===== src/hdl/cpu_params.svh =====
`ifndef CPU_PARAMS_SVH
`define CPU_PARAMS_SVH

// Data RAM inside the memory stage, in 32-bit words
`define CPU_DMEM_WORDS 256

// First fetch address after reset
`define CPU_RESET_PC 32'h0000_0000

// Byte offset bits below the word index
`define CPU_WORD_OFFSET 2

// The ROM is addressed by word, so rom_address is pc shifted by this amount
// and the data RAM index starts at the same bit

`endif


===== src/hdl/cpu_pkg.sv =====
package cpu_pkg;

    typedef logic [31:0] word_t;
    typedef logic [4:0]  reg_idx_t;

    // RV32I major opcodes handled by decode
    typedef enum logic [6:0] {
        OPC_LUI    = 7'b0110111,
        OPC_JAL    = 7'b1101111,
        OPC_BRANCH = 7'b1100011,
        OPC_LOAD   = 7'b0000011,
        OPC_STORE  = 7'b0100011,
        OPC_OP_IMM = 7'b0010011,
        OPC_OP     = 7'b0110011
    } opcode_e;

    typedef enum logic [2:0] {
        ALU_ADD,
        ALU_SUB,
        ALU_AND,
        ALU_OR,
        ALU_XOR,
        ALU_SLT,
        ALU_PASS_B  // LUI
    } alu_op_e;

    typedef enum logic [1:0] {
        WB_ALU,
        WB_MEM,
        WB_LINK
    } wb_sel_e;

    typedef struct packed {
        logic  valid;
        word_t pc;
        word_t instr;
    } if_id_t;

    typedef struct packed {
        logic     valid;
        word_t    pc;
        reg_idx_t rs1;
        reg_idx_t rs2;
        reg_idx_t rd;
        logic     reg_write;
        logic     mem_read;
        logic     mem_write;
        logic     branch;
        logic     branch_ne;    // BNE when set, BEQ otherwise
        logic     jump;
        logic     alu_src_imm;
        alu_op_e  alu_op;
        wb_sel_e  wb_sel;
        word_t    imm;
        word_t    rs1_value;
        word_t    rs2_value;
    } id_ex_t;

    typedef struct packed {
        logic     valid;
        reg_idx_t rd;
        logic     reg_write;
        logic     mem_read;
        logic     mem_write;
        wb_sel_e  wb_sel;
        word_t    result;       // ALU result, also the load/store address
        word_t    store_data;
        word_t    link;         // pc + 4
    } ex_mem_t;

    typedef struct packed {
        logic     valid;
        reg_idx_t rd;
        word_t    data;
    } retire_t;

    typedef struct packed {
        logic  valid;
        word_t target;
    } redirect_t;

endpackage


===== src/hdl/register_bank.sv =====
module register_bank (
    input  logic               clock,
    input  logic               rst_n,
    input  cpu_pkg::retire_t   write,
    input  cpu_pkg::reg_idx_t  read_address1,
    input  cpu_pkg::reg_idx_t  read_address2,
    output cpu_pkg::word_t     value1,
    output cpu_pkg::word_t     value2
);

    cpu_pkg::word_t regs [32];
    logic           write_en;

    assign write_en = write.valid && (write.rd != '0);  // x0 stays zero

    always_ff @(posedge clock or negedge rst_n) begin
        if (!rst_n) begin
            for (int i = 0; i < 32; i++) begin
                regs[i] <= '0;
            end
        end else if (write_en) begin
            regs[write.rd] <= write.data;
        end
    end

    // Write-first, so decode sees the value retiring this cycle
    assign value1 = (write_en && write.rd == read_address1) ? write.data : regs[read_address1];
    assign value2 = (write_en && write.rd == read_address2) ? write.data : regs[read_address2];

endmodule


===== config.mk =====
export PLATFORM = sky130hd
export DESIGN_NAME = register_bank
export DESIGN_NICKNAME = d
export VERILOG_FILES = /design/src/hdl/cpu_params.svh /design/src/hdl/cpu_pkg.sv /design/src/hdl/register_bank.sv
export SDC_FILE = /design/constraint.sdc
export NUM_CORES = 2
export LEC_CHECK = 0
export BUFFER_PORTS_ARGS = -buffer_cell sky130_fd_sc_hd__buf_2
export CORE_ASPECT_RATIO = 1.1
export CORE_UTILIZATION = 38
export DETAILED_ROUTE_END_ITERATION = 16
export HOLD_SLACK_MARGIN = 0.08
export PLACE_DENSITY_LB_ADDON = 0.08
export SKIP_CTS_REPAIR_TIMING = 1
export SLEW_MARGIN = 5
export SYNTH_ARGS = -nofsm -noshare
export SYNTH_HDL_FRONTEND = slang
export SYNTH_SLANG_ARGS = --single-unit

===== constraint.sdc =====
create_clock -name clock -period 2.4 [get_ports clock]
set_input_delay 0.24 -clock clock [delete_from_list [all_inputs] [get_ports clock]]
set_output_delay 0.24 -clock clock [all_outputs]
set_load 0.05 [all_outputs]

# == Yosys cells after proc, flatten, opt, wreduce, memory -nomap -nowiden ==
# Cells that the tools add are included.
# W data, S select, Z words.
# word_totals
regBits,1024
input_bits,50
output_inout_bits,64
wordCells,57
# classes
order_cmp,4
eq_ne,2
n_mux,11
n_bitwise,3
reduce_logical,5
# ops
op,n
$bwmux W1024,1
$bmux W32 S5,2
$mux W32,7
$demux W32 S5,1
$ge A6 B6 Y1 const B,3
$not A5 Y6,3
$eq A5 B5 Y1,2
$lt A6 B1 Y1 const B,1
$reduce_bool A5 Y1,1
$logic_and A1 B1 Y1,4

# == Logic depth before layout (Yosys ltp) ==
# depth
word_depth,6
ltp_mapped,8
mapped_depth_nobuf,5

# == Least setup slack after synthesis ==
# OpenSTA, ideal clock, no wires.
# synth_timing
path_type,input to output
startpoint,in read_address2[0]
endpoint,out value2[29]
t_arrival_ns,2.333
path_slack_ns,-0.173
stages,7
n_path_buf,3
cell_sequence,buf_2 -> buf_4 -> buf_4 -> mux4_2 -> o22ai_1 -> or4_1 -> o21ai_1
# synth_via
elab_chain_cells,5
# synth_rtl
item,line_no,rtl
"start, declared",register_bank.sv:6,"input cpu_pkg::reg_idx_t read_address2,"
$not A5 Y6 (implied by the code),register_bank.sv:28,assign value2 = (write_en && write.rd == read_address2) ? write.data : regs[read_address2];
$bmux W32 S5,register_bank.sv:28,
$mux W32 (implied by the code) (2 in series),register_bank.sv:28,
$mux W32 (*),register_bank.sv:28,
"end, declared",register_bank.sv:8,output cpu_pkg::word_t value2
# Mark *: on every way between the ends. The rest lies on a longest branch, timed or not. The select of a mux whose other input is x is not followed.

# == Worst setup path after layout ==
# layout_timing
startpoint,reg regs[574] (netlist bit)
endpoint,out value1[30]
# layout_via
elab_chain_cells,4
# layout_rtl
item,line_no,rtl
"start, declared",register_bank.sv:11,cpu_pkg::word_t regs [32];
"start signal, assigned by index",register_bank.sv:22,regs[write.rd] <= write.data;
$bmux W32 S5,register_bank.sv:27,assign value1 = (write_en && write.rd == read_address1) ? write.data : regs[read_address1];
$mux W32 (implied by the code) (2 in series),register_bank.sv:27,
$mux W32,register_bank.sv:27,
"end, declared",register_bank.sv:7,"output cpu_pkg::word_t value1,"
# Every way passes these cells. The select of a mux whose other input is x is not followed.

==> impl_metrics.env <==
export IMPL_clkLatencyLatePin_ns=0.74
export IMPL_vias_per_cell=6.244
export IMPL_async_flop_share_pct=100.0
export IMPL_synthToLayoutAreaGrowth_pct=23.54
export IMPL_synth_edf_count=0
export IMPL_clock_sinks=1024
export IMPL_grt_pass1_vias=37660
export IMPL_clk_path_buf_depth=3
export IMPL_wl_per_cell_um=34.23
export IMPL_drc=0
export IMPL_critPathKind="flop to output pin"
export IMPL_p_per_area_nw_per_um2=823.2
export IMPL_reg_top3="regs x1024"
export IMPL_setup_violations=64
export IMPL_finalCritPeriodShare_pct=124.1
export IMPL_dr_pass1_iters=5
export IMPL_vias=35140
export IMPL_drt_initial_drc_count=3144
export IMPL_die_area_um2=142200
export IMPL_cts_buffers=119
export IMPL_p_leak_nw=28.52
export IMPL_synth_top_area_share_pct=47.95
export IMPL_die_w_um=359.6
export IMPL_synth_fp_nets=3533
export IMPL_ys_types=41
export IMPL_fmax_mhz=335.8
export IMPL_fin_hold_ws_ns=0.06588
export IMPL_ant_nets=0
export IMPL_core_area_um2=138800
export IMPL_avgSynthCellArea_um2=15.34
export IMPL_design_area_um2=66020
export IMPL_worst_clock_skew_ns=0
export IMPL_io_pins=114
export IMPL_top_register="regs"
export IMPL_io_buffer_count=113
export IMPL_placed_cell_area_um2=60440
export IMPL_gr_usage_all_layers_pct=27.16
export IMPL_antenna_found_initial=8
export IMPL_synth_ff_type="dfrtp_1"
export IMPL_cts_root_buf="clkbuf_16"
export IMPL_htree_num_levels=3
export IMPL_fin_util_pct=47.55
export IMPL_grt_overflow_total=0
export IMPL_ys_seq_area_share_pct=47.95
export IMPL_yosys_register_bits=1024
export IMPL_crit_fanout=3
export IMPL_initial_core_util_pct=38.49
export IMPL_hold_class="input port to flop"
export IMPL_gp_congestion=0.8413
export IMPL_violations="setup timing"
export IMPL_num_rows=143
export IMPL_final_common_cell="dfrtp_1"
export IMPL_slew_headroom_pct=41.82
export IMPL_n_fill_cell=11820
export IMPL_wl_um=192600
export IMPL_finalHoldViolCount=0
export IMPL_min_period_ns=2.978
export IMPL_instances_no_fill=5627
export IMPL_rsz0062_at_grt="yes"
export IMPL_nets=3756
export IMPL_cap_violations=0
export IMPL_crit_arrival_ns=2.74
export IMPL_worstMarginPinSlew_ns=0.8728
export IMPL_drive_gt1_share_pct=55.10
export IMPL_hpwl_um=122200
export IMPL_final_max_slew_viol_count=0
export IMPL_ys_warnings_count=0
export IMPL_tritoncts="built"
export IMPL_placedCellCount=5368
export IMPL_setup_tns_ns=-13.59
export IMPL_grt_max_degree=149
export IMPL_clkTransAtPathRegs_ns=0.06
export IMPL_startpoint_type="flop"
export IMPL_synth_area_leaders="dfrtp_1 (48%), mux4_2 (22%), mux2_2 (13%)"
export IMPL_fp_dieH_um=395.3
export IMPL_status="finished with violations"
export IMPL_grt_pass1_wl_um=278100
export IMPL_yosys_area_top_type="dfrtp_1"
export IMPL_endpoint_kind="output pin"
export IMPL_layout_setup_ws_ns=-0.5781
export IMPL_total_power_mw=54.35
export IMPL_final_cell_mix="dfrtp_1 (1024), mux2_2 (629), mux4_2 (511)"
export IMPL_dp_slack_ns=-0.3357
export IMPL_critPathRequiredTime_ns=2.16
export IMPL_netlist_area_um2=53450
export IMPL_syn_inst=3483
export IMPL_ir_worst_vdd_mv=0.6721
export IMPL_largest_register_ff_count=1024
logic make-up after synthesis:
family	count (synthesis)	synth area share, %
compound gates	320	3.638
xor+xnor	10	0.1639
buf+inv	415	3.617
flops	1024	47.95
mux	1510	42.57
simple gates	204	2.067
worst paths after layout:
| kind | startpoint | end | slack [ns] | depth (start not counted) |
|---|---|---|---|---|
| max | regs[574] | value1[30] | -0.58 | 6 |
| min | write[17] | regs[529] | 0.07 | 2 |
| max reg2reg | regs[141] | regs[141] | 1.36 | 3 |
| min reg2reg | regs[993] | regs[993] | 0.39 | 0 |
| max in group asynchronous | rst_n | regs[566] | 0.99 | 3 |
| min in group asynchronous | rst_n | regs[507] | 0.14 | 3 |
synthesized netlist by cell type (all sizes together), types with 2 or more instances:
library cell  count
or3               3
o21ai            62
xnor2             6
or4              62
a211oi            2
nor4              2
dfrtp          1024
clkbuf          221
nand3            10
mux2i             6
nand3b            7
a221oi            2
or3b              2
nor3b             4
o22ai           248
inv               3
mux2            993
nand2            83
xor2              4
nor2             22
mux4            511
and2              2
buf             191
nor2b             3
layout make-up:
cell class                 count  area [µm²]  share of cell area (%)
timing repair buffer         514        6509                   9.858
inverter                       3       11.26                 0.01706
tap                         1812        2267                   3.434
sequential                  1024       25620                   38.81
multi-input combinational   2044       27390                   41.48
clock buffer                 177        3610                   5.467
clock inverter                49       604.3                  0.9153
antenna                        4       10.01                 0.01516
critical path: stages (launching register included):
cell     delay (ns)
dfrtp_1        0.42
mux4_2         0.48
mux4_2         0.49
nand2_2        0.08
nand3_2        0.07
mux2_4         0.31
buf_8          0.16
power breakdown:
group / total (mW) / switching, mW / internal (mW)
Clock: 19.5 / 7.75 / 11.7
Sequential: 23.0 / 2.43 / 20.6
Combinational: 11.9 / 4.81 / 7.06
Total: 54.4 / 15.0 / 39.4
layer usage:
layer / wire length [µm] / GRT usage (%)
met4: 8104 / 11.18
met3: 11740 / 4.938
met2: 91520 / 43.14
met1: 81230 / 36.75
met5: 17 / 0
No activity file was read; power rests on OpenSTA's default activity.
