### src/hdl/cpu_params.svh
`ifndef CPU_PARAMS_SVH
`define CPU_PARAMS_SVH

// Data RAM inside the memory stage, in 32-bit words
`define CPU_DMEM_WORDS 256

// First fetch address after reset
`define CPU_RESET_PC 32'h0000_0000

// Byte offset bits below the word index
`define CPU_WORD_OFFSET 2

// The ROM is addressed by word, so rom_address is pc shifted by this amount
// and the data RAM index starts at the same bit

`endif

### src/hdl/cpu_pkg.sv
package cpu_pkg;

    typedef logic [31:0] word_t;
    typedef logic [4:0]  reg_idx_t;

    // RV32I major opcodes handled by decode
    typedef enum logic [6:0] {
        OPC_LUI    = 7'b0110111,
        OPC_JAL    = 7'b1101111,
        OPC_BRANCH = 7'b1100011,
        OPC_LOAD   = 7'b0000011,
        OPC_STORE  = 7'b0100011,
        OPC_OP_IMM = 7'b0010011,
        OPC_OP     = 7'b0110011
    } opcode_e;

    typedef enum logic [2:0] {
        ALU_ADD,
        ALU_SUB,
        ALU_AND,
        ALU_OR,
        ALU_XOR,
        ALU_SLT,
        ALU_PASS_B  // LUI
    } alu_op_e;

    typedef enum logic [1:0] {
        WB_ALU,
        WB_MEM,
        WB_LINK
    } wb_sel_e;

    typedef struct packed {
        logic  valid;
        word_t pc;
        word_t instr;
    } if_id_t;

    typedef struct packed {
        logic     valid;
        word_t    pc;
        reg_idx_t rs1;
        reg_idx_t rs2;
        reg_idx_t rd;
        logic     reg_write;
        logic     mem_read;
        logic     mem_write;
        logic     branch;
        logic     branch_ne;    // BNE when set, BEQ otherwise
        logic     jump;
        logic     alu_src_imm;
        alu_op_e  alu_op;
        wb_sel_e  wb_sel;
        word_t    imm;
        word_t    rs1_value;
        word_t    rs2_value;
    } id_ex_t;

    typedef struct packed {
        logic     valid;
        reg_idx_t rd;
        logic     reg_write;
        logic     mem_read;
        logic     mem_write;
        wb_sel_e  wb_sel;
        word_t    result;       // ALU result, also the load/store address
        word_t    store_data;
        word_t    link;         // pc + 4
    } ex_mem_t;

    typedef struct packed {
        logic     valid;
        reg_idx_t rd;
        word_t    data;
    } retire_t;

    typedef struct packed {
        logic  valid;
        word_t target;
    } redirect_t;

endpackage

### src/hdl/execute.sv
module execute (
    input  logic                clock,
    input  logic                rst_n,
    input  logic                enable,
    input  cpu_pkg::id_ex_t     id_ex,
    input  cpu_pkg::ex_mem_t    fwd_mem,
    input  cpu_pkg::retire_t    fwd_wb,
    output cpu_pkg::redirect_t  redirect,
    output cpu_pkg::ex_mem_t    ex_mem
);

    cpu_pkg::word_t op_a;
    cpu_pkg::word_t op_b;
    cpu_pkg::word_t alu_b;
    cpu_pkg::word_t result;
    cpu_pkg::word_t mem_value;
    logic           mem_fwd_ok;
    logic           taken;

    // Value the instruction in memory will write back
    assign mem_value  = (fwd_mem.wb_sel == cpu_pkg::WB_LINK) ? fwd_mem.link : fwd_mem.result;
    assign mem_fwd_ok = fwd_mem.valid && fwd_mem.reg_write && (fwd_mem.rd != '0);

    function automatic cpu_pkg::word_t forward(
        input cpu_pkg::reg_idx_t idx,
        input cpu_pkg::word_t    reg_value,
        input logic              mem_ok,
        input cpu_pkg::reg_idx_t mem_rd,
        input cpu_pkg::word_t    mem_data,
        input cpu_pkg::retire_t  wb
    );
        if (mem_ok && mem_rd == idx) begin
            return mem_data;                    // Nearer producer wins
        end else if (wb.valid && wb.rd == idx) begin
            return wb.data;                     // Retire never carries x0
        end
        return reg_value;
    endfunction

    assign op_a  = forward(id_ex.rs1, id_ex.rs1_value, mem_fwd_ok, fwd_mem.rd, mem_value, fwd_wb);
    assign op_b  = forward(id_ex.rs2, id_ex.rs2_value, mem_fwd_ok, fwd_mem.rd, mem_value, fwd_wb);
    assign alu_b = id_ex.alu_src_imm ? id_ex.imm : op_b;

    always_comb begin
        case (id_ex.alu_op)
            cpu_pkg::ALU_SUB:    result = op_a - alu_b;
            cpu_pkg::ALU_AND:    result = op_a & alu_b;
            cpu_pkg::ALU_OR:     result = op_a | alu_b;
            cpu_pkg::ALU_XOR:    result = op_a ^ alu_b;
            cpu_pkg::ALU_SLT:    result = {31'b0, $signed(op_a) < $signed(alu_b)};
            cpu_pkg::ALU_PASS_B: result = alu_b;
            default:             result = op_a + alu_b;
        endcase
    end

    // BEQ on equal, BNE on not equal
    assign taken = id_ex.valid &&
                   (id_ex.jump || (id_ex.branch && ((op_a == op_b) != id_ex.branch_ne)));

    assign redirect.valid  = taken;
    assign redirect.target = id_ex.pc + id_ex.imm;

    always_ff @(posedge clock or negedge rst_n) begin
        if (!rst_n) begin
            ex_mem <= '0;
        end else if (enable) begin
            ex_mem.valid      <= id_ex.valid;
            ex_mem.rd         <= id_ex.rd;
            ex_mem.reg_write  <= id_ex.reg_write;
            ex_mem.mem_read   <= id_ex.mem_read;
            ex_mem.mem_write  <= id_ex.mem_write;
            ex_mem.wb_sel     <= id_ex.wb_sel;
            ex_mem.result     <= result;
            ex_mem.store_data <= op_b;
            ex_mem.link       <= id_ex.pc + 32'd4;
        end
    end

endmodule

### config.mk
export PLATFORM = sky130hd
export DESIGN_NAME = execute
export DESIGN_NICKNAME = d
export VERILOG_FILES = /design/src/hdl/cpu_params.svh /design/src/hdl/cpu_pkg.sv /design/src/hdl/execute.sv
export SDC_FILE = /design/constraint.sdc
export NUM_CORES = 1
export LEC_CHECK = 0
export ABC_CLOCK_PERIOD_IN_PS = 4230
export BUFFER_PORTS_ARGS = -buffer_cell sky130_fd_sc_hd__buf_2
export CAP_MARGIN = 20
export CORE_UTILIZATION = 40
export CTS_CLUSTER_DIAMETER = 40
export DETAILED_ROUTE_END_ITERATION = 8
export PLACE_DENSITY = 0.68
export SLEW_MARGIN = 20
export SYNTH_ARGS = -nofsm -noshare
export SYNTH_HDL_FRONTEND = slang
export SYNTH_SLANG_ARGS = --single-unit
### constraint.sdc
create_clock -name clock -period 4.23 [get_ports clock]
set_clock_uncertainty 0.15 [all_clocks]
set_input_delay 0.6345 -clock clock [delete_from_list [all_inputs] [get_ports clock]]
set_output_delay 0.6345 -clock clock [all_outputs]
set_load 0.01 [all_outputs]
# == Word-level counts from Yosys, hierarchy flattened ==
# Index checks and enable logic that the tools add are counted.
# classes
order_cmp,1
n_mux,13
n_reduce_logical,10
n_shift,0
n_bitwise,3
multipliers,0
eq_ne,13
addsub,4
n_div,0
# ops
op,count
32-bit 2-to-1 mux,8
32-bit case mux with 6 select lines,1
32-bit adder,2
"32-bit by 3-bit adder with 32-bit output, second input constant",1
32-bit bitwise AND,1
32-bit equality test,1
32-bit < comparator,1
32-bit bitwise OR,1
32-bit subtractor,1
32-bit XOR,1
5-bit equality test,4
"3-bit equality test, second input constant",3
1-bit logical AND,8
"3-bit by 2-bit equality test with 1-bit output, second input constant",2
5-bit nonzero test,1
1-bit 2-to-1 mux,4
"3-bit by 1-bit equality test with 1-bit output, second input constant",1
"2-bit equality test, second input constant",1
1-bit logical OR,1
1-bit != test,1
# totals
ram_bits,0
elab_cells,53
out_inout_bits,140
latchBits,0
in_bits,304
mem_count,0
rom_bits,0
ff_bits,107

# == Longest topological paths before layout ==
# logic_depth
word_depth,10
ltp_mapped,23
depth_no_buf,21

# == Worst setup path before layout ==
# OpenSTA, ideal clock, no wires.
# synth_timing
path_kind,input port to flip-flop
startpoint,in fwd_wb[35] in the netlist's numbering
endpoint,reg ex_mem[91] in the netlist's numbering
setup_time_ns,0.136
required_ns,3.944
path_stages,22
n_path_buf,3
slack_ns,-1.066
t_arrival_ns,5.010
cell_sequence,xor2_1 -> nor4_1 -> and3_1 -> buf_2 -> buf_2 -> mux2_2 -> mux2i_1 -> nor2_1 -> a21oi_1 -> inv_1 -> ha_1 -> clkbuf_1 -> and3_1 -> a2111oi_0 -> a311oi_1 -> and4_1 -> a211oi_1 -> o21ai_0 -> a21oi_1 -> a31oi_1 -> a2111oi_0 -> a31oi_1
# synth_via
elab_chain_cells,8
elab_cells_between_ends,17
cone_classes,add/sub (2); eq/ne (2); mux (8); bitwise (3); reduce/logical (2)
# synth_rtl
item,line_no,text
from (decl),execute.sv:7,"input cpu_pkg::retire_t fwd_wb,"
5-bit equality test,execute.sv:34,end else if (wb.valid && wb.rd == idx) begin
1-bit logical AND,execute.sv:34,
1-bit 2-to-1 mux,execute.sv:34,
1-bit 2-to-1 mux,execute.sv:32,if (mem_ok && mem_rd == idx) begin
32-bit 2-to-1 mux,execute.sv:37,return reg_value;
32-bit 2-to-1 mux,execute.sv:42,assign alu_b = id_ex.alu_src_imm ? id_ex.imm : op_b;
"32-bit adder, or another cell as far along",execute.sv:52,default: result = op_a + alu_b;
32-bit case mux with 6 select lines (*),execute.sv:45,case (id_ex.alu_op)
to (decl),execute.sv:9,output cpu_pkg::ex_mem_t ex_mem
# Mark *: on every way between the ends. The rest lies on a longest branch, timed or not.
# A chain may end at the register's enable or synchronous reset.

==> qor.yml <==
status:
  status: "finished, violations left"
  failed_checks: "setup timing"
detailed_routing:
  wl_per_cell_um: 22.50
  dr.pass1.iters: 5
  num_vias: 17190
  viasPerCell: 5.664
  drtIter0Drc: 1543
  antenna_left: 0
  wirelength_um: 68260
  drc: 0
yosys:
  syn_area_per_cell_sq_um: 7.710
  yosysWarnings: 0
  syn_inst: 1777
  synth_seq_cells: 107
  synth_area_sq_um: 13700
  yosysUniqueCellTypes: 76
  synth_edf_count: 0
  async_reset_ff_share_pct: 100.0
  ys.flop_type: "dfrtp_1"
  synth-seq-area-share_pct: 19.54
  syn_nets: 2212
global_route:
  grt_max_degree: 69
  grt_pass1_vias: 16800
  grt_use_total_pct: 37.98
  overflow: 0
  antenna_found_initial: 11
  grt_pass1_wl_um: 101300
worst_setup_path:
  worstSetupPathType: "input port to output port"
  critPathLaunchType: "input port"
  path_max_fanout: 11
  slowest_stage: "or4_4"
  crit_chain: "buf_6 -> xor2_1 -> nor4_1 -> and3_4 -> buf_12 -> buf_4 -> mux2_2 -> mux2i_2 -> buf_4 -> xnor2_2 -> nor4_1 -> nand2_1 -> or4_4 -> o211ai_1 -> buf_2"
  cp.depth: 15
  worst_r2r_endpoint: "ex_mem[95]"
  path_delay_family: "simple AND/OR/NAND/NOR gates"
  max_stage_delay_ps: 560
  crit_end: "redirect[32]"
  startpoint: "fwd_wb[34]"
  r2r_cells: 4
  arrival_ps: 4010
  worst_setup_path_end_kind: "output port"
  reg2reg_slack_ps: 2900
  required_ps: 3450
  timing.rr.start: "ex_mem[95]"
  path_buf_inv: 5
floorplanning:
  placement_rows: 67
  die-area_sq_um: 35000
  core_sq_um: 33620
  dieHeight_um: 187.1
  start_util_pct: 40.76
  ios: 444
  die_w_um: 187.1
timing:
  rsz0062_at_grt: "yes"
  hold_viol_final: 0
  finalCriticalPeriod_ps: 4794
  relSlewSlack_pct: 46.17
  finalWorstSetupSlack_ps: -564.0
  drv_slew: 0
  fmax_mhz: 208.6
  fin_tns_setup_ps: -7877
  worstMarginPinSlew_ps: 807.4
  setup_viol: 29
  post-route-period-util_pct: 113.3
pwr:
  p_int_mw: 3.064
  powerDensity_nw_per_um2: 250.4
  finalPower_mw: 5.396
  switchingPower_mw: 2.332
  vdd_drop_max_v: 0.0002284
  seqPwrFrac_pct: 22.8
  pwr-share-clk_pct: 17.7
  switching_share_pct: 43.21
  p_comb_share_pct: 59.6
  p_leak_nw: 10.16
final_layout:
  drive_above_1_share_pct: 46.80
  regMostFlops: "ex_mem"
  reg_top3: "ex_mem: 107 flops"
  nets: 3007
  largest_reg_flops: 107
  fin_util_pct: 64.11
  n_fill_cell: 2950
  syn_to_final_growth_pct: 57.30
run:
  cap_viol_max_count: 0
cts:
  cts_tree: "built"
  numCtsBuffers: 9
  hold_buffers: 0
  clkSinkCount: 107
  htreeDepth: 3
  clockBufferDepth: 2
  clockRootBuffer: "clkbuf_16"
  clk_pin_slew_ps: 80
  insertion_delay_ps: 390
place:
  place.gp.congestion: 1.004
  io_buffers: 409
  dpl.hpwl_um: 55200
hold_path:
  worstHoldPathType: "input port to async pin"
-- Yosys cell counts (22+ instances only) --
master / count / area share (%)
a21oi_1: 167 / 6.1
xor2_1: 39 / 2.5
xnor2_1: 96 / 6.1
mux2_2: 80 / 6.6
clkbuf_1: 70 / 1.9
a21oi_2: 22 / 1.4
inv_1: 111 / 3.0
mux2i_1: 60 / 4.4
dfrtp_1: 107 / 20
nand2_1: 133 / 3.6
nor2_1: 201 / 5.5
ha_1: 128 / 12
nand3_1: 31 / 1.1
a21o_1: 24 / 1.3
o21ai_0: 143 / 5.2
a31oi_1: 24 / 1.1
-- final cells by class --
class	instances	area [sq um]	share of cell area, %
diodes	9	22.52	0.1045
clock buffers	9	225.2	1.045
clock inverters	7	85.08	0.3948
inverters	112	420.4	1.951
multi-input cells	1457	11510	53.43
flip-flops and latches	107	2678	12.42
well taps	448	560.5	2.601
repair buffers	885	6045	28.05
-- power by group through the flow --
stage | clock [mW] | combinational [mW] | sequential, mW
global placement | 0 | 2.82 | 1.24
floorplan | 0 | 1.39 | 1.29
CTS | 0.969 | 2.99 | 1.23
global route | 0.999 | 3.42 | 1.24
finish | 0.953 | 3.21 | 1.23
detailed placement | 0 | 2.84 | 1.25
-- metrics by stage --
stage	hold slack, ps	cell area, sq um	setup slack [ps]	instances
2_1_floorplan	188.9	14120	-533.9	1777
3_3_place_gp	311.6	19580	-1090	2959
3_5_place_dp	320.2	19580	-1140	2959
4_1_cts	182.8	20680	-498.6	2995
5_1_grt	209.4	21550	-653.3	3034
6_report	150.9	21550	-564.0	3034
-- routing by layer --
layer	share of wire [%]	wire length, um	vias up	track usage, %
li1	-	-	7977	-
met5	0.051	35	-	0
met4	4.4	3020	4	17.02
met2	44	30060	827	58.86
met3	9.0	6153	140	8.480
met1	42	28980	8237	50.29
-- timing repair --
item	CTS	global route
setup buffers	18	35
setup endpoints to repair	31	34
pin swaps	54	67
gates resized for setup	125	126
cloned	2	1
-- logic make-up (layout without fill, tap and decap cells) --
group | Yosys count | count (layout) | synth area share (%)
AOI/OAI and AO/OA | 561 | 561 | 26.03
and+or+nand+nor | 485 | 485 | 15.82
buffers and inverters | 213 | 1013 | 6.393
muxes | 145 | 145 | 11.46
xor gates and xnor gates | 135 | 135 | 8.630
adders and majority gates | 131 | 131 | 12.13
DFF | 107 | 107 | 19.54
other | 0 | 9 | 0
-- cells in the final DEF, fill, tap and decap left out, drive strengths merged, types with 8 or more instances in the layout --
| master | count |
|---|---|
| ha | 128 |
| o221ai | 13 |
| nand2 | 133 |
| nor4 | 15 |
| nand4 | 14 |
| a211oi | 20 |
| a21o | 24 |
| a221oi | 14 |
| a31oi | 24 |
| inv | 113 |
| dfrtp | 107 |
| nand3 | 31 |
| a21oi | 189 |
| o21a | 15 |
| mux2 | 80 |
| o21ai | 148 |
| nor2 | 201 |
| o2bb2ai | 8 |
| o211ai | 15 |
| clkbuf | 10 |
| diode | 9 |
| nand2b | 14 |
| o21bai | 17 |
| xor2 | 39 |
| and3 | 21 |
| mux2i | 65 |
| nor2b | 13 |
| nor3 | 21 |
| xnor2 | 96 |
| a221o | 9 |
| buf | 882 |
-- how the worst min path moves through the flow --
stage | start | endpoint | cells after the start
6_report | rst_n | ex_mem[70] | 1
2_1_floorplan | rst_n | ex_mem[0] | 0
3_5_place_dp | ex_mem[61] | ex_mem[61] | 2
5_1_grt | rst_n | ex_mem[64] | 1
3_3_place_gp | ex_mem[89] | ex_mem[89] | 1
4_1_cts | rst_n | ex_mem[78] | 1
(Power assumes the default switching activity.)
