File: src/hdl/cpu_params.svh
`ifndef CPU_PARAMS_SVH
`define CPU_PARAMS_SVH

// Data RAM inside the memory stage, in 32-bit words
`define CPU_DMEM_WORDS 256

// First fetch address after reset
`define CPU_RESET_PC 32'h0000_0000

// Byte offset bits below the word index
`define CPU_WORD_OFFSET 2

// The ROM is addressed by word, so rom_address is pc shifted by this amount
// and the data RAM index starts at the same bit

`endif

File: src/hdl/cpu_pkg.sv
package cpu_pkg;

    typedef logic [31:0] word_t;
    typedef logic [4:0]  reg_idx_t;

    // RV32I major opcodes handled by decode
    typedef enum logic [6:0] {
        OPC_LUI    = 7'b0110111,
        OPC_JAL    = 7'b1101111,
        OPC_BRANCH = 7'b1100011,
        OPC_LOAD   = 7'b0000011,
        OPC_STORE  = 7'b0100011,
        OPC_OP_IMM = 7'b0010011,
        OPC_OP     = 7'b0110011
    } opcode_e;

    typedef enum logic [2:0] {
        ALU_ADD,
        ALU_SUB,
        ALU_AND,
        ALU_OR,
        ALU_XOR,
        ALU_SLT,
        ALU_PASS_B  // LUI
    } alu_op_e;

    typedef enum logic [1:0] {
        WB_ALU,
        WB_MEM,
        WB_LINK
    } wb_sel_e;

    typedef struct packed {
        logic  valid;
        word_t pc;
        word_t instr;
    } if_id_t;

    typedef struct packed {
        logic     valid;
        word_t    pc;
        reg_idx_t rs1;
        reg_idx_t rs2;
        reg_idx_t rd;
        logic     reg_write;
        logic     mem_read;
        logic     mem_write;
        logic     branch;
        logic     branch_ne;    // BNE when set, BEQ otherwise
        logic     jump;
        logic     alu_src_imm;
        alu_op_e  alu_op;
        wb_sel_e  wb_sel;
        word_t    imm;
        word_t    rs1_value;
        word_t    rs2_value;
    } id_ex_t;

    typedef struct packed {
        logic     valid;
        reg_idx_t rd;
        logic     reg_write;
        logic     mem_read;
        logic     mem_write;
        wb_sel_e  wb_sel;
        word_t    result;       // ALU result, also the load/store address
        word_t    store_data;
        word_t    link;         // pc + 4
    } ex_mem_t;

    typedef struct packed {
        logic     valid;
        reg_idx_t rd;
        word_t    data;
    } retire_t;

    typedef struct packed {
        logic  valid;
        word_t target;
    } redirect_t;

endpackage

File: src/hdl/decode.sv
module decode (
    input  logic                clock,
    input  logic                rst_n,
    input  logic                enable,
    input  cpu_pkg::if_id_t     if_id,
    input  cpu_pkg::redirect_t  redirect,
    input  cpu_pkg::reg_idx_t   ex_load_rd,
    input  logic                ex_load,
    output cpu_pkg::reg_idx_t   read_address1,
    output cpu_pkg::reg_idx_t   read_address2,
    input  cpu_pkg::word_t      value1,
    input  cpu_pkg::word_t      value2,
    output logic                hold,
    output cpu_pkg::id_ex_t     id_ex
);

    cpu_pkg::word_t  instr;
    logic [2:0]      funct3;
    logic [6:0]      funct7;
    logic            known;
    logic            uses_rs1;
    logic            uses_rs2;
    cpu_pkg::id_ex_t dec;

    assign instr         = if_id.instr;
    assign funct3        = instr[14:12];
    assign funct7        = instr[31:25];
    assign read_address1 = instr[19:15];
    assign read_address2 = instr[24:20];

    always_comb begin
        dec           = '0;
        dec.pc        = if_id.pc;
        dec.rs1       = read_address1;
        dec.rs2       = read_address2;
        dec.rd        = instr[11:7];
        dec.rs1_value = value1;
        dec.rs2_value = value2;
        dec.alu_op    = cpu_pkg::ALU_ADD;
        dec.wb_sel    = cpu_pkg::WB_ALU;
        known         = 1'b0;
        uses_rs1      = 1'b0;
        uses_rs2      = 1'b0;
        case (instr[6:0])
            cpu_pkg::OPC_LUI: begin
                known = 1'b1;
                dec.reg_write   = 1'b1;
                dec.alu_src_imm = 1'b1;
                dec.alu_op      = cpu_pkg::ALU_PASS_B;
                dec.imm         = {instr[31:12], 12'b0};
            end
            cpu_pkg::OPC_JAL: begin
                known = 1'b1;
                dec.reg_write = 1'b1;
                dec.jump      = 1'b1;
                dec.wb_sel    = cpu_pkg::WB_LINK;
                dec.imm = {{11{instr[31]}}, instr[31], instr[19:12], instr[20], instr[30:21], 1'b0};
            end
            cpu_pkg::OPC_BRANCH: begin
                known         = (funct3 == 3'b000) || (funct3 == 3'b001);  // BEQ, BNE
                uses_rs1      = 1'b1;
                uses_rs2      = 1'b1;
                dec.branch    = 1'b1;
                dec.branch_ne = funct3[0];
                dec.imm = {{19{instr[31]}}, instr[31], instr[7], instr[30:25], instr[11:8], 1'b0};
            end
            cpu_pkg::OPC_LOAD: begin
                known           = (funct3 == 3'b010);  // LW only
                uses_rs1        = 1'b1;
                dec.reg_write   = 1'b1;
                dec.mem_read    = 1'b1;
                dec.alu_src_imm = 1'b1;
                dec.wb_sel      = cpu_pkg::WB_MEM;
                dec.imm         = {{20{instr[31]}}, instr[31:20]};
            end
            cpu_pkg::OPC_STORE: begin
                known           = (funct3 == 3'b010);  // SW only
                uses_rs1        = 1'b1;
                uses_rs2        = 1'b1;
                dec.mem_write   = 1'b1;
                dec.alu_src_imm = 1'b1;
                dec.imm         = {{20{instr[31]}}, instr[31:25], instr[11:7]};
            end
            cpu_pkg::OPC_OP_IMM: begin
                known           = (funct3 == 3'b000);  // ADDI only
                uses_rs1        = 1'b1;
                dec.reg_write   = 1'b1;
                dec.alu_src_imm = 1'b1;
                dec.imm         = {{20{instr[31]}}, instr[31:20]};
            end
            cpu_pkg::OPC_OP: begin
                known         = 1'b1;
                uses_rs1      = 1'b1;
                uses_rs2      = 1'b1;
                dec.reg_write = 1'b1;
                case ({funct7, funct3})
                    {7'b0000000, 3'b000}: dec.alu_op = cpu_pkg::ALU_ADD;
                    {7'b0100000, 3'b000}: dec.alu_op = cpu_pkg::ALU_SUB;
                    {7'b0000000, 3'b111}: dec.alu_op = cpu_pkg::ALU_AND;
                    {7'b0000000, 3'b110}: dec.alu_op = cpu_pkg::ALU_OR;
                    {7'b0000000, 3'b100}: dec.alu_op = cpu_pkg::ALU_XOR;
                    {7'b0000000, 3'b010}: dec.alu_op = cpu_pkg::ALU_SLT;
                    default:              known      = 1'b0;
                endcase
            end
            default: known = 1'b0;  // Unsupported opcode becomes a bubble
        endcase
        // Load in execute whose rd feeds this instruction
        hold = if_id.valid && ex_load && (ex_load_rd != '0) &&
               ((uses_rs1 && ex_load_rd == read_address1) ||
                (uses_rs2 && ex_load_rd == read_address2));
        // Squashed, stalled or unknown instructions leave as bubbles
        dec.valid = if_id.valid && known && !hold && !redirect.valid;
    end

    always_ff @(posedge clock or negedge rst_n) begin
        if (!rst_n) begin
            id_ex <= '0;
        end else if (enable) begin
            id_ex <= dec;
        end
    end

endmodule

File: config.mk
export PLATFORM = sky130hd
export DESIGN_NAME = decode
export DESIGN_NICKNAME = d
export VERILOG_FILES = /design/src/hdl/cpu_params.svh /design/src/hdl/cpu_pkg.sv /design/src/hdl/decode.sv
export SDC_FILE = /design/constraint.sdc
export NUM_CORES = 1
export LEC_CHECK = 0
export BUFFER_PORTS_ARGS = -buffer_cell sky130_fd_sc_hd__buf_2
export CELL_PAD_IN_SITES_DETAIL_PLACEMENT = 1
export CELL_PAD_IN_SITES_GLOBAL_PLACEMENT = 1
export CORE_MARGIN = 3
export CORE_UTILIZATION = 37
export CTS_CLUSTER_DIAMETER = 80
export DETAILED_ROUTE_END_ITERATION = 10
export PLACE_DENSITY = 0.88
export SLEW_MARGIN = 20
export SYNTH_ARGS = -nofsm -noshare
export SYNTH_HDL_FRONTEND = slang
export SYNTH_SLANG_ARGS = --single-unit
File: constraint.sdc
create_clock -name clock -period 3.8 [get_ports clock]
set_input_delay 0.57 -clock clock [delete_from_list [all_inputs] [get_ports clock]]
set_output_delay 0.57 -clock clock [all_outputs]
set_load 0.02 [all_outputs]
* Yosys cells after proc, flatten, opt, wreduce, memory -nomap -nowiden *
Cells that the tools add are included.
W data, S select, Z words.

word-level totals
  register bits = 156
  input port bits = 171
  logic and storage cells = 70

operators by class
  equal/unequal tests = 16
  mux-type cells = 14
  reduce and logical (&&, ||, !) cells = 23

operators by type and width
  kind                   count
  $pmux W32 S5           1
  $eq A10 B3 Y1 const B  3
  $eq A7 B6 Y1 const B   3
  $pmux W3 S5            1
  $eq A7 B7 Y1 const B   2
  $eq A10 B2 Y1 const B  1
  $eq A10 B9 Y1 const B  1
  $eq A5 B5 Y1           2
  $logic_not A10 Y1      1
  $reduce_or A5 Y1       2
  $logic_and A1 B1 Y1    8
  $mux W1                8
  $eq A7 B2 Y1 const B   1
  $eq A7 B5 Y1 const B   1
  $pmux W3 S2            1
  $reduce_or A2 Y1       3
  $reduce_or A6 Y1       1
  $pmux W1 S5            1
  $reduce_bool A5 Y1     1
  $pmux W2 S2            1
  $reduce_or A4 Y1       1
  $eq A3 B1 Y1 const B   1
  $eq A3 B2 Y1 const B   1
  $logic_not A3 Y1       1
  4 further kinds        6

* Logic depth before layout (Yosys ltp) *
  word-level depth = 9
  mapped depth = 8

* Worst setup path after synthesis *
OpenSTA, ideal clock, no wires.

  path type = in2out
  start point = input if_id[4] (netlist bit)
  end point = output hold
  arrival = 1.781 ns
  data required time = 3.230 ns
  slack = 1.449 ns
  cell stages on the path = 5
  path buffers = 1
  cells stage by stage = buf_6 nand2b_4 a2111oi_4 nand3_2 a2111oi_4

between the ends
  cells in the longest elaborated chain, start to end = 6

RTL lines
  element                                                                       RTL line                      text
  from (decl)                                                                   decode.sv:5                   input cpu_pkg::if_id_t if_id,
  $eq A7 B6 Y1, or another cell as far along                                    decode.sv:44                  case (instr[6:0])
  $reduce_or A5 Y1 (no source line) / $reduce_or A3 Y1 (equally long branches)  n/a
  $mux W1                                                                       decode.sv:44
  $logic_and A1 B1 Y1 (on tied branches)                                        decode.sv:110, decode.sv:111
  $logic_or A1 B1 Y1 (*)                                                        decode.sv:110                 ((uses_rs1 && ex_load_rd == read_address1) ||
  $logic_and A1 B1 Y1 (*)                                                       decode.sv:109                 hold = if_id.valid && ex_load && (ex_load_rd != '0) &&
  to (decl)                                                                     decode.sv:13                  output logic hold,

Every way passes the cells marked *; elsewhere a longest branch is shown, timed or not.

* Worst setup path after layout *
  start point = input if_id[20] (netlist bit)
  end point = output hold

between the ends
  cells in the longest elaborated chain, start to end = 4

RTL lines
  element              RTL line       text
  $eq A5 B5 Y1         decode.sv:111  (uses_rs2 && ex_load_rd == read_address2));
  $logic_and A1 B1 Y1  decode.sv:111
  $logic_or A1 B1 Y1   decode.sv:110
  $logic_and A1 B1 Y1  decode.sv:109

No other way between the ends.

==> run summary <==
GLOBAL ROUTING
--------------------------------------------------------------------------------
Global routing usage on met2                                              37.26%
Number of antenna violations at the first check in global routing              2
Maximum number of pins on one net before global-route repair                 103
Met1 capacity usage during global routing                                 23.79%
Congestion Overflow GR                                                         0
First-pass GRT wire length                                              31.81 mm
Via count of the first global-routing pass                                 5,713
Aggregate global-route resource usage                                     20.87%
GRT met3 Usage                                                            6.414%
Busiest layer in global routing                                             met2

CTS
--------------------------------------------------------------------------------
Insertion delay to the later sink of the worst-skew pair                 0.42 ns
Clock-pin slew on the worst setup and hold paths                         0.07 ns
Maximum clock insertion buffer count                                           2
Cell at the root of the clock tree                                  sky130_fd_sc_hd__clkbuf_16
Num CTS Buffers                                                               17
Post_cts resized                                                               0
TritonCTS clock tree                                                         yes
Number of setup buffers added after CTS                                        0
Number of hold buffers added after cts                                         0
CTS HTree Levels                                                               4
Count of clock tree sinks                                                    155

DRT
--------------------------------------------------------------------------------
1st-iter DRT viols                                                           258
Overall via count from detail_route                                        5,088
DR WL/cell                                                              20.20 um
Total iterations of the first detailed-routing run                             4
Drt via density                                                            5.028
Antenna Nets Post-Route                                                        0
DRC violations left                                                            0
Wirelength, routed                                                      20.45 mm

YOSYS
--------------------------------------------------------------------------------
Post-synthesis sequential element count                                      155
Synth Cell Area                                                     0.006518 mm2
Part of the Yosys area used for sequential elements                       59.51%
Top flip-flop cell by instance count after synthesis                sky130_fd_sc_hd__dfrtp_1
Number of flops mapped to enable cells by yosys                                0
Async set or reset register ratio after synthesis                         100.0%
Top post-synthesis cells by area                                    sky130_fd_sc_hd__dfrtp_1, sky130_fd_sc_hd__mux2_2, sky130_fd_sc_hd__a21oi_1
Syn_area_per_cell                                                      13.27 um2
Cell taking the most area after synthesis                           sky130_fd_sc_hd__dfrtp_1
Nets in the synthesized netlist                                              662
Number of instances in the synthesized netlist                               491
Number of library cell types mapped by synthesis                              46
Number of warning messages in the yosys log                                    0
Top cell type's share of synthesized area                                 59.51%

STA
--------------------------------------------------------------------------------
Transition at the pin with the smallest max-transition slack           0.9937 ns
Minimum clock period after layout                                       2.790 ns
Largest clock skew in the final design                                      0 ns
Number of hold violations in the final report                                  0
Headroom to the max-slew limit                                            33.68%
Final setup violation count                                                    0
Setup TNS                                                                   0 ns
Tcrit/Tclk final                                                          73.41%
Slew Viols, Final                                                              0
Setup repair after global routing missed its margin                        false
Maximum frequency from static timing analysis                         0.3585 GHz

CRITICAL PATH
--------------------------------------------------------------------------------
CP Cell Sequence                                                    buf_2, xor2_1, nor4_1, nand3_1, a2111oi_4, buf_2
Maximum fanout count along the critical path                                   6
Number of buffers and inverters on the critical path                           2
Slowest library cell on the worst path                              sky130_fd_sc_hd__a2111oi_4
Register-to-Register Setup Slack                                         2.98 ns
Largest stage delay on the critical path                                 0.49 ns
CP required                                                              3.23 ns
Critical R2R Launch                                                 id_ex[101]$_DFFE_PN0P_
Data arrival time at the worst-slack endpoint                            2.22 ns
Type of the worst setup path                                           in -> out
RR Endpoint                                                         id_ex[101]$_DFFE_PN0P_
Kind of start point of the critical path                              input port
Top cell family by delay on the critical path                       simple AND/OR/NAND/NOR gates
Endpoint kind of the worst setup timing path                        primary output
Reg2reg path depth                                                             2
Top cell by count, worst path                                       sky130_fd_sc_hd__buf_2

POWER
--------------------------------------------------------------------------------
Power per unit of standard cell area                                486.5 mW/mm2
Max rail drop VDD                                                      0.3171 mV
Total Power                                                             4.246 mW
Pleak                                                                   4.242 nW

FINISH
--------------------------------------------------------------------------------
Final core area utilization                                               51.53%
Number of flip-flops under the largest register name                         155
Count of nets after finishing                                                948
Register with the highest flop count                                       id_ex
Number of standard cells in the layout, taps in and fillers out            1,012
Commonest non-fill, non-tap cell in the layout                      sky130_fd_sc_hd__buf_2
Area growth syn-to-layout                                                 33.90%
Biggest registers after layout                                       id_ex (155)
Proportion of layout cells with a drive suffix above 1                    58.86%
Cell area after layout                                              0.008727 mm2
Commonest cells after routing, fill and taps aside                  sky130_fd_sc_hd__buf_2, sky130_fd_sc_hd__dfrtp_1, sky130_fd_sc_hd__mux2_2

PLACE
--------------------------------------------------------------------------------
Placer's final routability congestion estimate                            0.8052
Placed Area                                                         0.008139 mm2
DP HPWL                                                                 15.05 mm
Post-placement cell count                                                    978
Count of buffers from port buffering                                         305

FLOORPLAN
--------------------------------------------------------------------------------
Core region area                                                     0.01694 mm2
Horizontal die dimension                                                138.7 um
Overall die height                                                      138.7 um
Total Die Area                                                       0.01924 mm2
Initial Utilization                                                       38.48%
Total I/O pin count                                                          338
Number of core rows                                                           47

MIN PATH
--------------------------------------------------------------------------------
Worst hold path class                                                in -> async

RUN
--------------------------------------------------------------------------------
Max Cap Viol                                                                   0

STATUS
--------------------------------------------------------------------------------
Status                                                              finished, final reports clean

[synthesized netlist by cell type (3+ instances only)]
| cell | number |
|---|---|
| sky130_fd_sc_hd__o21ai_0 | 10 |
| sky130_fd_sc_hd__o21ai_1 | 10 |
| sky130_fd_sc_hd__nand2_1 | 27 |
| sky130_fd_sc_hd__a22oi_1 | 4 |
| sky130_fd_sc_hd__nor2_1 | 23 |
| sky130_fd_sc_hd__mux2_2 | 114 |
| sky130_fd_sc_hd__buf_6 | 5 |
| sky130_fd_sc_hd__clkbuf_1 | 17 |
| sky130_fd_sc_hd__a22o_1 | 6 |
| sky130_fd_sc_hd__inv_1 | 5 |
| sky130_fd_sc_hd__a21oi_1 | 33 |
| sky130_fd_sc_hd__xor2_1 | 9 |
| sky130_fd_sc_hd__buf_4 | 11 |
| sky130_fd_sc_hd__nor3_1 | 3 |
| sky130_fd_sc_hd__dfrtp_1 | 155 |
| sky130_fd_sc_hd__nor2b_1 | 3 |
| sky130_fd_sc_hd__nor4_1 | 5 |
| sky130_fd_sc_hd__buf_2 | 9 |
| sky130_fd_sc_hd__a21o_1 | 4 |
| sky130_fd_sc_hd__nand3_1 | 3 |
| sky130_fd_sc_hd__xnor2_1 | 3 |
[how the worst max path moves through the flow]
stage,start,end,cells after the start
after floorplan,if_id[4],hold,5
after global placement,if_id[20],hold,6
after detailed placement,if_id[20],hold,6
after CTS,if_id[20],hold,6
after global routing,if_id[20],hold,6
final,if_id[20],hold,6
[routing by layer]
layer,vias up,share of wire (%)
met5,-,0
met4,0,2.0
met3,27,7.1
met2,217,53
met1,2538,38
li1,2306,-
[worst reg2reg max path, stage by stage, from the launching register on]
cell	delay, ns
sky130_fd_sc_hd__dfrtp_1	0.37
sky130_fd_sc_hd__nor2b_1	0.13
sky130_fd_sc_hd__a41o_1	0.22
[power by group]
part	switching, mW	internal [mW]
clock network	0.759	0.927
registers	0.0670	1.78
logic	0.431	0.281
[cells by family (layout without fill, tap and decap cells)]
logic type / Yosys count / after routing / share of synthesized area (%)
multiplexers: 116 / 116 / 20.00
other: 0 / 2 / 0
buffers and inverters: 47 / 346 / 4.089
XOR/XNOR: 12 / 12 / 1.613
AND/OR/NAND/NOR: 79 / 79 / 6.066
AO/OA/AOI/OAI: 82 / 82 / 8.716
flip-flops: 155 / 155 / 59.51
[through the flow]
stage / worst slack, ns / hold WS [ns]
after floorplan: 1.449 / 0.2744
after global placement: 0.9203 / 0.4573
after detailed placement: 0.9887 / 0.4672
after CTS: 0.9869 / 0.2330
after global routing: 0.8965 / 0.2538
final: 1.010 / 0.2121
[cell type report]
type | instances | area (um2)
antenna | 2 | 5.005
clock buffer | 17 | 425.4
clock inverter | 15 | 157.7
fill | 1868 | 8209
inverter | 5 | 18.77
multi-input combinational | 289 | 2372
sequential | 155 | 3879
tap | 220 | 275.3
timing repair buffer | 309 | 1594
Note: power is estimated with default switching activity, not from simulation.
